## src/verilog/rom_load_pkg.sv

```systemverilog
// ROM loader shared types, APB register map and download FSM states
package rom_load_pkg;

    typedef logic [24:0] ioctl_addr_t;  // Byte address of the download stream
    typedef logic [21:0] prog_addr_t;   // SDRAM word address
    typedef logic [ 7:0] byte_t;
    typedef logic [ 1:0] lane_mask_t;   // Active low, bit 0 is the low byte
    typedef logic [ 4:0] apb_addr_t;
    typedef logic [31:0] apb_data_t;

    // APB register offsets
    localparam apb_addr_t reg_scr_start  = 5'h00;
    localparam apb_addr_t reg_obj_start  = 5'h04;
    localparam apb_addr_t reg_pcm_start  = 5'h08;
    localparam apb_addr_t reg_prom_start = 5'h0C;
    localparam apb_addr_t reg_wr_count   = 5'h10;  // Read only

    // Region boundaries after reset
    localparam prog_addr_t  scr_reset  = 22'h008000;
    localparam prog_addr_t  obj_reset  = 22'h010000;
    localparam prog_addr_t  pcm_reset  = 22'h018000;
    localparam ioctl_addr_t prom_reset = 25'h0020000;

    // Download FSM
    // idle waits for a byte, pend presents it downstream for one cycle,
    // wait_ack holds until the SDRAM controller takes it
    typedef enum logic [1:0] {
        idle,
        pend,
        wait_ack
    } dwnld_state_t;

endpackage

```

## src/verilog/prog_if.sv

```systemverilog
// One SDRAM programming write passed from the download stage to the scramble stage
interface prog_if;
    import rom_load_pkg::*;

    prog_addr_t  addr;      // Word address before scrambling
    byte_t       data;
    lane_mask_t  mask;
    ioctl_addr_t req_addr;  // Original byte address, selects the region
    logic        valid;     // One cycle per write

    modport src (
        output addr,
        output data,
        output mask,
        output req_addr,
        output valid
    );

    modport dst (
        input  addr,
        input  data,
        input  mask,
        input  req_addr,
        input  valid
    );

endinterface

```

## src/verilog/load_regs.sv

```systemverilog
// APB register block with the ROM region start addresses and the SDRAM write counter
module load_regs (
    input  logic                     clk,
    input  logic                     reset,
    input  logic                     psel,
    input  logic                     penable,
    input  logic                     pwrite,
    input  rom_load_pkg::apb_addr_t  paddr,
    input  rom_load_pkg::apb_data_t  pwdata,
    output rom_load_pkg::apb_data_t  prdata,
    output logic                     pready,
    output logic                     pslverr,
    input  logic                     downloading,
    input  logic                     write_done,
    output rom_load_pkg::prog_addr_t scr_start,
    output rom_load_pkg::prog_addr_t obj_start,
    output rom_load_pkg::prog_addr_t pcm_start,
    output rom_load_pkg::ioctl_addr_t prom_start
);
    import rom_load_pkg::*;

    apb_data_t wr_count;
    logic      downloading_d;
    logic      access;
    logic      mapped;
    logic      start_reg;
    logic      wr_ok;

    assign access    = psel && penable;
    assign start_reg = paddr == reg_scr_start || paddr == reg_obj_start ||
                       paddr == reg_pcm_start || paddr == reg_prom_start;
    assign mapped    = start_reg || paddr == reg_wr_count;

    // Region boundaries must not move under a running download
    assign pslverr = access && (!mapped || (pwrite && start_reg && downloading));
    assign pready  = 1'b1;   // Zero wait states
    assign wr_ok   = access && pwrite && !pslverr;

    always_ff @(posedge clk) begin
        if (reset) begin
            scr_start  <= scr_reset;
            obj_start  <= obj_reset;
            pcm_start  <= pcm_reset;
            prom_start <= prom_reset;
        end else if (wr_ok) begin
            case (paddr)
                reg_scr_start:  scr_start  <= pwdata[21:0];
                reg_obj_start:  obj_start  <= pwdata[21:0];
                reg_pcm_start:  pcm_start  <= pwdata[21:0];
                reg_prom_start: prom_start <= pwdata[24:0];
                default: ;  // Counter ignores writes
            endcase
        end
    end

    // Completed SDRAM writes, restarted with each download
    always_ff @(posedge clk) begin
        if (reset) begin
            downloading_d <= 1'b0;
            wr_count      <= '0;
        end else begin
            downloading_d <= downloading;
            if (downloading && !downloading_d) wr_count <= '0;
            else if (write_done)               wr_count <= wr_count + 1'b1;
        end
    end

    always_comb begin
        case (paddr)
            reg_scr_start:  prdata = apb_data_t'(scr_start);
            reg_obj_start:  prdata = apb_data_t'(obj_start);
            reg_pcm_start:  prdata = apb_data_t'(pcm_start);
            reg_prom_start: prdata = apb_data_t'(prom_start);
            reg_wr_count:   prdata = wr_count;
            default:        prdata = '0;
        endcase
    end

endmodule

```

## src/verilog/rom_dwnld.sv

```systemverilog
// Download stage that turns ioctl bytes into SDRAM word writes or PROM strobes
module rom_dwnld #(
    parameter bit swab = 1'b1   // Even byte addresses on the high lane
) (
    input  logic                      clk,
    input  logic                      reset,
    input  logic                      downloading,
    input  rom_load_pkg::ioctl_addr_t ioctl_addr,
    input  rom_load_pkg::byte_t       ioctl_dout,
    input  logic                      ioctl_wr,
    input  rom_load_pkg::ioctl_addr_t prom_start,
    input  logic                      sdram_ack,
    output logic                      prom_we,
    output rom_load_pkg::ioctl_addr_t prom_addr,
    output rom_load_pkg::byte_t       prom_data,
    output logic                      dwnld_busy,
    prog_if.src                       prog
);
    import rom_load_pkg::*;

    dwnld_state_t state;
    logic         accept;
    logic         to_prom;
    logic         lane_hi;

    assign accept  = downloading && ioctl_wr && state == idle;
    assign to_prom = ioctl_addr >= prom_start;
    assign lane_hi = ioctl_addr[0] ^ swab;

    assign prog.valid = state == pend;
    assign dwnld_busy = state != idle;

    always_ff @(posedge clk) begin
        if (reset) begin
            state   <= idle;
            prom_we <= 1'b0;
        end else begin
            prom_we <= 1'b0;
            case (state)
                idle: begin
                    if (accept) begin
                        if (to_prom) prom_we <= 1'b1;  // PROMs skip the SDRAM
                        else         state   <= pend;
                    end
                end
                pend:     state <= wait_ack;
                wait_ack: if (sdram_ack) state <= idle;
                default:  state <= idle;
            endcase
        end
    end

    // Captured byte and its word address
    always_ff @(posedge clk) begin
        if (accept) begin
            prog.addr     <= ioctl_addr[22:1];
            prog.data     <= ioctl_dout;
            prog.mask     <= lane_hi ? 2'b01 : 2'b10;
            prog.req_addr <= ioctl_addr;
            prom_addr     <= ioctl_addr - prom_start;
            prom_data     <= ioctl_dout;
        end
    end

    // Host may strobe only while idle, for a single cycle
    ioctl_rule: assert property (
        @(posedge clk) disable iff (reset)
        downloading && ioctl_wr |-> !dwnld_busy ##1 !ioctl_wr
    ) else $error("ioctl_wr while busy or held longer than one cycle");

endmodule

```

## src/verilog/rom_loader.sv

```systemverilog
// ROM loading path top level with the APB register block, download and scramble stages
module rom_loader #(
    parameter bit swab = 1'b1
) (
    input  logic                      clk,
    input  logic                      reset,
    // APB register access
    input  logic                      psel,
    input  logic                      penable,
    input  logic                      pwrite,
    input  rom_load_pkg::apb_addr_t   paddr,
    input  rom_load_pkg::apb_data_t   pwdata,
    output rom_load_pkg::apb_data_t   prdata,
    output logic                      pready,
    output logic                      pslverr,
    // ROM download stream
    input  logic                      downloading,
    output logic                      dwnld_busy,
    input  rom_load_pkg::ioctl_addr_t ioctl_addr,
    input  rom_load_pkg::byte_t       ioctl_dout,
    input  logic                      ioctl_wr,
    // SDRAM programming
    output logic                      prog_we,
    output rom_load_pkg::prog_addr_t  prog_addr,
    output rom_load_pkg::byte_t       prog_data,
    output rom_load_pkg::lane_mask_t  prog_mask,
    input  logic                      sdram_ack,
    // PROM programming
    output logic                      prom_we,
    output rom_load_pkg::ioctl_addr_t prom_addr,
    output rom_load_pkg::byte_t       prom_data
);
    import rom_load_pkg::*;

    prog_addr_t  scr_start, obj_start, pcm_start;
    ioctl_addr_t prom_start;
    logic        write_done;

    prog_if prog ();

    load_regs u_regs (
        .clk         ( clk         ),
        .reset       ( reset       ),
        .psel        ( psel        ),
        .penable     ( penable     ),
        .pwrite      ( pwrite      ),
        .paddr       ( paddr       ),
        .pwdata      ( pwdata      ),
        .prdata      ( prdata      ),
        .pready      ( pready      ),
        .pslverr     ( pslverr     ),
        .downloading ( downloading ),
        .write_done  ( write_done  ),
        .scr_start   ( scr_start   ),
        .obj_start   ( obj_start   ),
        .pcm_start   ( pcm_start   ),
        .prom_start  ( prom_start  )
    );

    rom_dwnld #(.swab(swab)) u_dwnld (
        .clk         ( clk         ),
        .reset       ( reset       ),
        .downloading ( downloading ),
        .ioctl_addr  ( ioctl_addr  ),
        .ioctl_dout  ( ioctl_dout  ),
        .ioctl_wr    ( ioctl_wr    ),
        .prom_start  ( prom_start  ),
        .sdram_ack   ( sdram_ack   ),
        .prom_we     ( prom_we     ),
        .prom_addr   ( prom_addr   ),
        .prom_data   ( prom_data   ),
        .dwnld_busy  ( dwnld_busy  ),
        .prog        ( prog.src    )
    );

    rom_scramble u_scramble (
        .clk         ( clk         ),
        .reset       ( reset       ),
        .sdram_ack   ( sdram_ack   ),
        .scr_start   ( scr_start   ),
        .obj_start   ( obj_start   ),
        .pcm_start   ( pcm_start   ),
        .prog        ( prog.dst    ),
        .prog_we     ( prog_we     ),
        .prog_addr   ( prog_addr   ),
        .prog_data   ( prog_data   ),
        .prog_mask   ( prog_mask   ),
        .write_done  ( write_done  )
    );

endmodule

```

## src/verilog/rom_scramble.sv

```systemverilog
// Scramble stage that rearranges tile ROM bytes and holds each SDRAM write until acknowledged
module rom_scramble (
    input  logic                     clk,
    input  logic                     reset,
    input  logic                     sdram_ack,
    input  rom_load_pkg::prog_addr_t scr_start,
    input  rom_load_pkg::prog_addr_t obj_start,
    input  rom_load_pkg::prog_addr_t pcm_start,
    prog_if.dst                      prog,
    output logic                     prog_we,
    output rom_load_pkg::prog_addr_t prog_addr,
    output rom_load_pkg::byte_t      prog_data,
    output rom_load_pkg::lane_mask_t prog_mask,
    output logic                     write_done
);
    import rom_load_pkg::*;

    dwnld_state_t out_state;  // Only idle and wait_ack are used here
    prog_addr_t   region_addr;
    prog_addr_t   next_addr;
    byte_t        next_data;
    logic         in_scr;
    logic         in_obj;

    assign region_addr = prog.req_addr[21:0];
    assign in_scr = region_addr >= scr_start && region_addr < obj_start;
    assign in_obj = region_addr >= obj_start && region_addr < pcm_start;

    always_comb begin
        next_addr = prog.addr;
        next_data = prog.data;
        if (in_scr) next_data = {prog.data[3:0], prog.data[7:4]};  // Nibble swap
        if (in_obj) begin
            // Object tiles use a shuffled, partly inverted word order
            next_addr[0]   = ~prog.addr[3];
            next_addr[1]   = ~prog.addr[4];
            next_addr[5:2] = {prog.addr[5], prog.addr[2:0]};
        end
    end

    always_ff @(posedge clk) begin
        if (reset)                                      out_state <= idle;
        else if (prog.valid)                            out_state <= wait_ack;
        else if (out_state == wait_ack && sdram_ack)    out_state <= idle;
    end

    always_ff @(posedge clk) begin
        if (prog.valid) begin
            prog_addr <= next_addr;
            prog_data <= next_data;
            prog_mask <= prog.mask;
        end
    end

    assign prog_we    = out_state == wait_ack;
    assign write_done = prog_we && sdram_ack;

    // Request stays put until the controller takes it
    hold_stable: assert property (
        @(posedge clk) disable iff (reset)
        prog_we && !sdram_ack |=> prog_we && $stable(prog_addr) &&
                                  $stable(prog_data) && $stable(prog_mask)
    ) else $error("prog write changed before sdram_ack");

    // Download stage never overruns a pending write
    no_overrun: assert property (
        @(posedge clk) disable iff (reset)
        prog.valid |-> out_state != wait_ack
    ) else $error("new write while prog_we still pending");

endmodule
```

## config.mk

```make
export PLATFORM = sky130hd
export DESIGN_NAME = rom_loader
export DESIGN_NICKNAME = d
export VERILOG_FILES = /design/src/verilog/rom_load_pkg.sv /design/src/verilog/prog_if.sv /design/src/verilog/load_regs.sv /design/src/verilog/rom_dwnld.sv /design/src/verilog/rom_loader.sv /design/src/verilog/rom_scramble.sv
export SDC_FILE = /design/constraint.sdc
export NUM_CORES = 1
export LEC_CHECK = 0
export BUFFER_PORTS_ARGS = -buffer_cell sky130_fd_sc_hd__buf_4
export CAP_MARGIN = 20
export CELL_PAD_IN_SITES_DETAIL_PLACEMENT = 2
export CELL_PAD_IN_SITES_GLOBAL_PLACEMENT = 2
export CORE_UTILIZATION = 36
export DETAILED_ROUTE_END_ITERATION = 6
export PLACE_DENSITY = 0.92
export SLEW_MARGIN = 20
export SYNTH_ARGS = -nofsm -noshare
export SYNTH_HDL_FRONTEND = slang
export SYNTH_HIERARCHICAL = 1
export SYNTH_SLANG_ARGS = --single-unit
```

## constraint.sdc

```tcl
create_clock -name clk -period 3.84 [get_ports clk]
set_input_delay 0.384 -clock clk [delete_from_list [all_inputs] [get_ports clk]]
set_output_delay 0.384 -clock clk [all_outputs]
set_load 0.05 [all_outputs]
```

# == Yosys cells after proc, flatten, opt, wreduce, memory -nomap -nowiden ==
# Cells that the tools add are included.
# totals
out_inout_bits,102
wordCells,79
register_bits,239
input_bits,78
# op_classes
order_cmp,5
mux,11
reduce_logical,31
eq_ne,9
n_addsub,2
n_bitwise,4
# op_table
op,count
one-hot mux 32 bit (5 select lines),1
>= comparator 22 bit,2
less-than comparator 22 bit,2
adder 32 x 1 -> 32 bit (second input constant),1
>= comparator 25 bit,1
subtractor 25 bit,1
logical AND 1 bit,12
two-way mux 2 bit,6
== test 5 x 4 -> 1 bit (second input constant),2
two-way mux 8 bit,1
AND reduction 2 bit,4
one-hot mux 2 bit (3 select lines),1
== test 5 x 3 -> 1 bit (second input constant),1
== test 5 bit (second input constant),1
zero test 5 bit,1
logical OR 1 bit,5
two-way mux 5 bit,1
!= test 2 bit (second input constant),2
inverter 1 bit,4
nonzero test 2 bit,2
zero test 1 bit,3
AND reduction 3 bit,1
OR reduction 3 bit,1
== test 2 x 1 -> 1 bit (second input constant),1
5 further kinds,5

# == Logic depth before layout (Yosys ltp) ==
# Gate-level depths: netlist (run 1).
# depth
depth_word,11
mapped_depth,10
ltp_nobuf,10

# == By module ==
# Netlist (run 1), hierarchy kept.
# by_module_without_submodules
mod,seq_area_each_um2,area_each_um2,cells_per_inst,n_inst
load_regs,2482.4,5864.4,694,1
rom_dwnld,1831.8,3524.6,308,1
rom_scramble,980.9,2808.9,281,1

# == Least setup slack after synthesis (run 1) ==
# Ideal clock, no wire load.
# synth_timing
path_type,flip-flop to flip-flop
start,register u_dwnld/prog.addr[19] (netlist name)
end,"register u_scramble.prog_addr[2], data pin"
path_slack_ps,1117
arrival_time_ps,2463
path_buffers,1
path_stages_with_launch,9
t_required_ps,3580
setup_ps,260
period_less_slack_ps,2723
cell_sequence,edfxtp_1 buf_4 ha_1 nand4_1 or4_1 a21oi_1 a2111oi_1 a311oi_4 mux2_4
# synth_lines
element,line,text
end signal: assignment,rom_scramble.sv:49,prog_addr <= next_addr;
end: declaration,rom_scramble.sv:11,"output rom_load_pkg::prog_addr_t prog_addr,"

==> results of run 1 <==
[registers in the layout, summed over array words and instances (netlist names), 21 cells and up]
name                  flops
u_regs/scr_start         22
u_dwnld/prog.addr        21
u_dwnld/prom_addr        25
u_regs/pcm_start         22
u_regs/wr_count          32
u_scramble/prog_addr     22
u_regs/obj_start         22
u_regs/prom_start        25
[placed cells by master (no fill, tap or decap), types with 7 or more instances in the layout]
cell type	count
a21o_1	12
ha_1	91
clkinv_1	7
inv_1	108
mux2i_1	24
nor2_1	60
mux2_2	25
o21ai_1	8
nand2_1	63
or4_1	12
a21oi_1	134
buf_4	182
dfxtp_1	128
xnor2_1	20
nand4_1	28
xor2_1	15
clkbuf_16	25
o31ai_1	12
and4_1	7
o21ai_0	87
or3_1	10
edfxtp_1	89
nand3_1	88
a22oi_1	44
and3_1	16
[critical path, cell delays in order, from the launching register on]
cell and delay, ns:
edfxtp_1 0.46, ha_1 0.38, nand4_1 0.27, or4_1 0.68, nor2_1 0.21, a2111oi_1 0.14
a311oi_4 0.53, mux2_4 0.35
[final timing paths]
| kind | start | end | depth (start not counted) |
|---|---|---|---|
| min reg2reg | u_dwnld/prog.mask[0] | u_scramble/prog_mask[0] | 0 |
| max reg2reg | u_dwnld/prog.addr[20] | u_scramble/prog_addr[2] | 7 |
| max | u_dwnld/prog.addr[20] | u_scramble/prog_addr[2] | 7 |
| min | ioctl_dout[5] | u_dwnld/prom_data[5] | 1 |
[routing by layer]
metal | GRT usage | vias to the layer above | part of all wire
li1 | - | 4855 | -
met1 | 0.294 | 5390 | 0.39
met2 | 0.496 | 296 | 0.53
met3 | 0.0293 | 100 | 0.036
met4 | 0.123 | 0 | 0.043
met5 | 0 | - | 0
[power breakdown]
part,internal (µW),switching [µW]
clock,1270,971
combinational,200,374
sequential,2450,27.0
[area by class of cell]
class                      instances  share of cell area
multi-input combinational        856               0.417
sequential                       217               0.366
timing repair buffer             184              0.0981
clock buffer                      32              0.0462
tap                              442              0.0386
inverter                         109              0.0286
clock inverter                    12             0.00533
antenna                            2            0.000349
[stage by stage]
stage               cell area (µm²)  instances
finish                        14300       1854
global route                  14300       1854
CTS                           14300       1850
detailed placement            13500       1806
global placement              13500       1806
floorplan                     12100       1280
==> impl_results.md, run 1 <==
* Largest net degree at the start of global routing at 93
* CTS buffer count at 25
* Initial antenna violation count at 2
* Clock root buffer: clkbuf_16
* Detail Route Antenna Nets at 0
* Setup TNS at 0 ns
* Setup ws final at about 0.56 ns
* Crit path required time at 4.11 ns
* Hold buffer count at CTS at 0
* CP Data Arrival Time at 3.55 ns
* Mapped Avg Cell Area at 9.48 µm²
* Postcts setup bufs at 0
* Max-Cap Viols at 0
* Avg WL per Cell at 24.5 µm
* Leakage at about 0.0053 µW
* Total GRT Usage at 0.263
* FF-to-FF setup slack at between 0.5 and 0.6 ns
* PostCTS Resize Cnt at 0
* Final worst-path cycle share at 0.855
* Later-pin clock latency in the skew report at roughly 0.53 ns
* Power per cell area at 370 nW/µm²
* Final Hold Fails at 0
* Initial Utilization at 0.369
* Fillers at 3557
* Final setup viols at 0
* DRT iter0 DRCs at 487
* Critical setup path kind: reg -> reg
* Fmax at 0.305 GHz
* Vias in the first global route at 11.8k
* Gate Count Post-Synth at 1280
* Port-buffer cells at 171
* Tot Pwr at 5290 µW
* Clk sink count at 217
* Mapped cell area at 12100 µm²
* Final Skew at 0.0202 ns
* VDD IR max at 274 µV
* Area delta synth->final at 18.1%
* Max-Slew Margin vs Limit at 0.276
* Worst min-delay path class: in -> reg
* # H-tree levels at 1
* Worst Hold Slack at 0.0412 ns
* Layout cells sized above 1 at 0.194
* Syn Nets at 1450
* Footprint of the multi-input gates at 5980 µm²
* Drt drc at 0
* Drt pass-1 iters at 5
* CP Max Fanout at 5
* Die W at roughly 190 µm
* CP endpoint kind: flip-flop
* Storage cell area at 5240 µm²
* Grt ovf at 0
* Final core utilization at 0.436
* Detailed placement HPWL at 32300 µm
* Crit start category: flip-flop
* GPL Wtd Cong at between 0.8 and 0.9
* Clk slew on worst S/H paths at around 0.06 ns
* CTS max path bufs at 3
* First-pass GRT wire length at between 60000 and 70000 µm
* Vias at 10.6k
* Final #Nets at 1563
* Core area at around 33000 µm²
* RSZ-0062 raised after global routing: no
* Pins Over Slew Limit at 0
* Boundary Pins at 180
* DIE HEIGHT at 186 µm
* TritonCTS clock tree: yes
* Tightest Pin Transition at 1.09 ns
* Status: finished clean
* Total routed wirelength at about 45000 µm
* YS warnings at 6
* Minimum clock period at 3.28 ns
* Std cell rows at 66
* Die Area at between 30000 and 40000 µm²
* Via-per-instance ratio at around 5.7
* Pre-CTS WS at 0.586 ns
(Power assumes the default switching activity.)
==> run 2, diff against run 1 <==
- GPL_TIMING_DRIVEN: unset -> 0
==> impl_results.md, run 2 (synthesized netlist as in run 1, its figures left out) <==
* Status: finished clean
* Crit path required time at about 4.1 ns
* Detail Route Antenna Nets at 0
* Worst min-delay path class: in -> reg
* M1 GR Usage at 0.346
* Cell Area, Placed at 14000 µm²
* PostCTS Resize Cnt at 0
* Final core utilization at 0.452
* Most frequent cells in the layout: buf_4, a21oi_1, dfxtp_1
* Die W at 186 µm
* Vias at ~11k
* Vias in the first global route at between 10k and 15k
* Grt met2 use at 0.524
* Total routed wirelength at 51600 µm
* Biggest regs: u_regs/wr_count: 32 flops, u_dwnld/prom_addr: 25 flops, u_regs/prom_start: 25 flops
* Port-buffer cells at 171
* Tightest Pin Transition at 0.918 ns
* Final setup viols at 0
* R2R cell count at 8
* Clk sink count at 217
* Reg-to-reg startpoint: u_dwnld/prog.addr[19]
* Hold depth at 1
* TritonCTS clock tree: yes
* Via-per-instance ratio at 5.90
* Drt drc at 0
* Fmax at 0.292 GHz
* Max reg flops at 32
* Most common cell after layout, fill and taps aside: buf_4
* Hold EP: u_dwnld/prog.addr[12]
* Max-Slew Margin vs Limit at 0.388
* Power per cell area at 378 nW/µm²
* Setup TNS at 0 ns
* Cell Count, Final, Fillers Out at approximately 1.9k
* Tot Pwr at 5600 µW
* Largest net degree at the start of global routing at 58
* Met3 usage at 0.0370
* GPL Wtd Cong at 0.928
* CP Data Arrival Time at between 3 and 4 ns
* # H-tree levels at 1
* Final #Nets at roughly 1.7k
* Layout cells sized above 1 at 0.210
* Area delta synth->final at 22.4%
* CTS buffer count at 26
* Largest reg by FF count: u_regs/wr_count
* FF-to-FF setup slack at 0.42 ns
* Hold buffer count at CTS at 0
* Std cell rows at between 60 and 70
* Postcts setup bufs at 0
* DRT iter0 DRCs at 764
* Leakage at 0.00558 µW
* DIE HEIGHT at ~190 µm
* Avg WL per Cell at approximately 27 µm
* CTS max path bufs at 3
* Core area at between 30000 and 40000 µm²
* Critical setup path kind: reg -> reg
* Final Hold Fails at 0
* Drt pass-1 iters at 5
* Minimum clock period at 3.42 ns
* Total GRT Usage at 0.300
* Die Area at 34400 µm²
* Detailed placement HPWL at 38000 µm
* Pins Over Slew Limit at 0
* CP Max Fanout at 8
* Final Instance Area at ~15000 µm²
* GR peak layer: met2
* First-pass GRT wire length at 77100 µm
* Later-pin clock latency in the skew report at between 0.5 and 0.6 ns
* Clk slew on worst S/H paths at 0.07 ns
* RR Endpoint: u_scramble/prog_data[2]
* Initial Utilization at 0.369
* Final Skew at about 0.023 ns
* Crit start category: flip-flop
* RSZ-0062 raised after global routing: no
* Diode count at 0
* Clock root buffer: clkbuf_16
* VDD IR max at 293 µV
* Initial antenna violation count at 1
* DP Cell Count at 1894
* Max-Cap Viols at 0
* Boundary Pins at 180
* Hold_sp: ioctl_addr[13]
* Final worst-path cycle share at 0.892
* CP endpoint kind: flip-flop
* Grt ovf at 0
==> run 2: cell count changes in the layout (fill, tap and decap cells not counted), sizes merged <==
| cell | before | now |
|---|---|---|
| buf | 184 | 222 |
| clkbuf | 32 | 85 |
| inv | 109 | 110 |
| diode | 2 | 0 |
| clkinv | 11 | 9 |
==> run 2: layer usage <==
metal	vias to the layer above	share of wire
li1	5026	-
met2	478	0.50
met3	162	0.049
met4	0	0.066
met5	-	0
met1	5790	0.39
==> run 2: area by class of cell <==
cell class | instances | area (µm²)
fillers | 3537 | 18000
multi-input cells | 856 | 5970
flip-flops and latches | 217 | 5240
repair buffers | 172 | 1300
clock buffers | 37 | 766
well taps | 442 | 553
plain buffers | 98 | 526
inverters | 109 | 412
clock inverters | 11 | 78.8
==> run 2: power by group <==
part / switching [µW] / internal [µW] / leakage, µW
Combinational: 417 / 221 / 0.00331
Sequential: 21.4 / 2450 / 0.00185
Clock: 1040 / 1450 / 0.000422
==> run 2: through the flow <==
stage,worst slack [ns],hold WS (ns)
floorplan,1.12,0.400
global placement,0.703,0.402
detailed placement,0.474,0.406
CTS,0.457,0.00279
global route,0.284,0.0101
finish,0.415,0.0210
==> run 2: worst max-delay path by stage <==
stage	from	end	cells after the start
after floorplan	u_dwnld/prog.addr[19]	u_scramble/prog_addr[2]	8
after global placement	u_dwnld/state[0]	u_scramble/prog_addr[0]	1
after detailed placement	u_dwnld/prog.addr[19]	u_scramble/prog_addr[1]	8
after CTS	u_dwnld/prog.addr[19]	u_scramble/prog_data[2]	8
after global routing	u_dwnld/prog.addr[19]	u_scramble/prog_data[2]	8
final	u_dwnld/prog.addr[19]	u_scramble/prog_data[2]	8
==> run 2: worst max-delay path, cell delays in order, from the launching register on <==
cell,delay [ns]
edfxtp_1,0.41
buf_4,0.17
ha_1,0.33
nand4_1,0.28
nor4_1,0.83
a221oi_1,0.22
o31ai_1,0.22
o21ai_2,0.29
mux2_1,0.39
==> run 3, diff against run 2 <==
- CELL_PAD_IN_SITES_DETAIL_PLACEMENT: 2 -> 0
- CELL_PAD_IN_SITES_GLOBAL_PLACEMENT: 2 -> 1
- CORE_UTILIZATION: 36 -> 44
- PLACE_DENSITY: 0.92 -> 0.93
- SYNTH_HIERARCHICAL: 1 -> unset
==> impl_results.md, run 3 <==
* Yosys top cell by area: edfxtp_1
* Synth top area share at 0.235
* Initial antenna violation count at 0
* Avg WL per Cell at 20.1 µm
* Most common cell after layout, fill and taps aside: nand2_1
* Vias in the first global route at a little over 9k
* Die Area at 26500 µm²
* Wl on met1 at between 15000 and 20000 µm
* CP endpoint kind: output port
* Max reg flops at 32
* Grt ovf at 0
* GPL Wtd Cong at ~0.94
* First-pass GRT wire length at between 50000 and 60000 µm
* Detail Route Antenna Nets at 0
* Total routed wirelength at 35900 µm
* Clk slew on worst S/H paths at roughly 0.060 ns
* Via-per-instance ratio at 5.61
* Area delta synth->final at 22.0%
* Worst min-delay path class: in -> reg
* DRT iter0 DRCs at a little under 900
* Fmax at slightly below 0.3 GHz
* Critical setup path kind: in -> out
* CP Max Fanout at 10
* DR WL met2 at roughly 16000 µm
* Std cell rows at 58
* Later-pin clock latency in the skew report at between 0.5 and 0.6 ns
* CP Data Arrival Time at 3.05 ns
* Most instantiated cells after synthesis: nand2_1, a21oi_1, dfxtp_1, inv_1, ha_1
* EDFF count, synth at 89
* DIE HEIGHT at 163 µm
* Postcts setup bufs at 0
* Pins Over Slew Limit at 0
* Top-count cell post-synth: nand2_1
* Crit path required time at approximately 3.5 ns
* Clk sink count at roughly 220
* Detailed placement HPWL at around 27000 µm
* Drt drc at 0
* Final Skew at 0.0241 ns
* Register bit total from synthesis at 217
* Synth area leaders: edfxtp_1, dfxtp_1, ha_1, nand2_1, a21oi_1
* VDD IR max at roughly 250 µV
* CTS max path bufs at 3
* Gate Count Post-Synth at 1238
* # H-tree levels at 1
* Final #Nets at roughly 1.6k
* Max-Cap Viols at 0
* Status: finished clean
* Initial Utilization at 0.451
* Sequential fraction of the synthesis area at 0.460
* Largest reg by FF count: u_regs.wr_count
* Largest net degree at the start of global routing at 44
* Power per cell area at between 300 and 400 nW/µm²
* Hold buffer count at CTS at 0
* Final Hold Fails at 0
* YS warnings at 0
* Mapped cell area at 11400 µm²
* Final setup viols at 0
* Diode count at 0
* Minimum clock period at approximately 3.4 ns
* Setup TNS at 0 ns
* Final core utilization at 0.550
* RSZ-0062 raised after global routing: no
* Main synth FF type: dfxtp_1
* Most frequent cells in the layout: nand2_1, buf_4, a21oi_1
* Max-Slew Margin vs Limit at 0.292
* Layout cells sized above 1 at 0.171
* Crit start category: input pin
* Unique masters post-synth at 69
* Syn Nets at 1408
* Final worst-path cycle share at 0.895
* Met3 Routed Length at 2920 µm
* Die W at between 150 and 200 µm
* Mapped Avg Cell Area at a little over 9 µm²
* Tightest Pin Transition at 1.06 ns
* Boundary Pins at 180
* Fraction of synthesis flops using an asynchronous set or reset pin at 0
* TritonCTS clock tree: yes
* Drt pass-1 iters at 5
* PostCTS Resize Cnt at 0
* Top layer in use: met4
* Leakage at 0.00524 µW
* Clock root buffer: clkbuf_16
* Port-buffer cells at 170
* Vias at 10.0k
* Total GRT Usage at 0.269
* Core area at 25300 µm²
* CTS buffer count at 24
* Biggest regs: u_regs.wr_count: 32 flops, u_dwnld.prom_addr: 25 flops, u_regs.prom_start: 25 flops
==> run 3: power breakdown <==
part | switching, µW | internal [µW] | total (µW) | leakage (µW)
logic | 358 | 196 | 554 | 0.00302
registers | 28.3 | 2450 | 2480 | 0.00185
clock network | 942 | 1320 | 2260 | 0.000372
==> run 3: stage by stage <==
step | setup slack [ns] | instances | area (µm²) | power [µW] | hold WS [ns]
final | 0.402 | 1785 | 13900 | 5290 | 0.0257
after CTS | 0.534 | 1785 | 13900 | 5310 | 0.0189
after global routing | 0.341 | 1785 | 13900 | 5440 | 0.0140
after global placement | 0.583 | 1738 | 13100 | 3060 | 0.407
after floorplan | 1.42 | 1238 | 11400 | 2840 | 0.400
after detailed placement | 0.540 | 1741 | 13100 | 3070 | 0.413
==> run 3: logic make-up (layout without fill, tap and decap cells) <==
| family | after synthesis | in the layout | share of synthesized area |
|---|---|---|---|
| and+or+nand+nor | 421 | 421 | 0.169 |
| DFF | 217 | 217 | 0.460 |
| muxes | 35 | 35 | 0.0320 |
| AOI/OAI and AO/OA | 268 | 268 | 0.147 |
| adders and majority gates | 92 | 92 | 0.102 |
| other | 1 | 1 | 0.000329 |
| xor gates and xnor gates | 49 | 49 | 0.0377 |
| buffers and inverters | 155 | 372 | 0.0525 |
==> run 3: worst paths after layout <==
kind	from	to	slack (ns)	depth (start not counted)
worst max-delay path	paddr[1]	prdata[20]	0.40	7
worst max register to register	u_dwnld.prog.addr[20]	u_scramble.prog_addr[2]	0.62	8
worst min register to register	u_dwnld.prog.addr[21]	u_scramble.prog_addr[21]	0.42	0
worst min-delay path	ioctl_dout[3]	u_dwnld.prog.data[3]	0.03	1
==> run 3: cell type report <==
| cell class | count | area, µm² |
|---|---|---|
| plain buffers | 43 | 178 |
| clock buffers | 36 | 697 |
| clock inverters | 8 | 65.1 |
| fillers | 2332 | 11400 |
| inverters | 112 | 423 |
| multi-input cells | 866 | 5560 |
| flip-flops and latches | 217 | 5240 |
| well taps | 330 | 413 |
| repair buffers | 173 | 1320 |
==> run 3: metal layers <==
layer | up-vias | track usage
met5 | - | 0
met1 | 4781 | 0.375
li1 | 4724 | -
met3 | 52 | 0.0438
met4 | 0 | 0.0756
met2 | 453 | 0.430
==> run 3: worst max-delay path: stages <==
cell and delay [ns]:
buf_4 0.13, nor2_1 0.17, nand2_1 0.15, nor2_1 0.82, clkbuf_1 0.82, a221o_1 0.35, buf_4 0.22
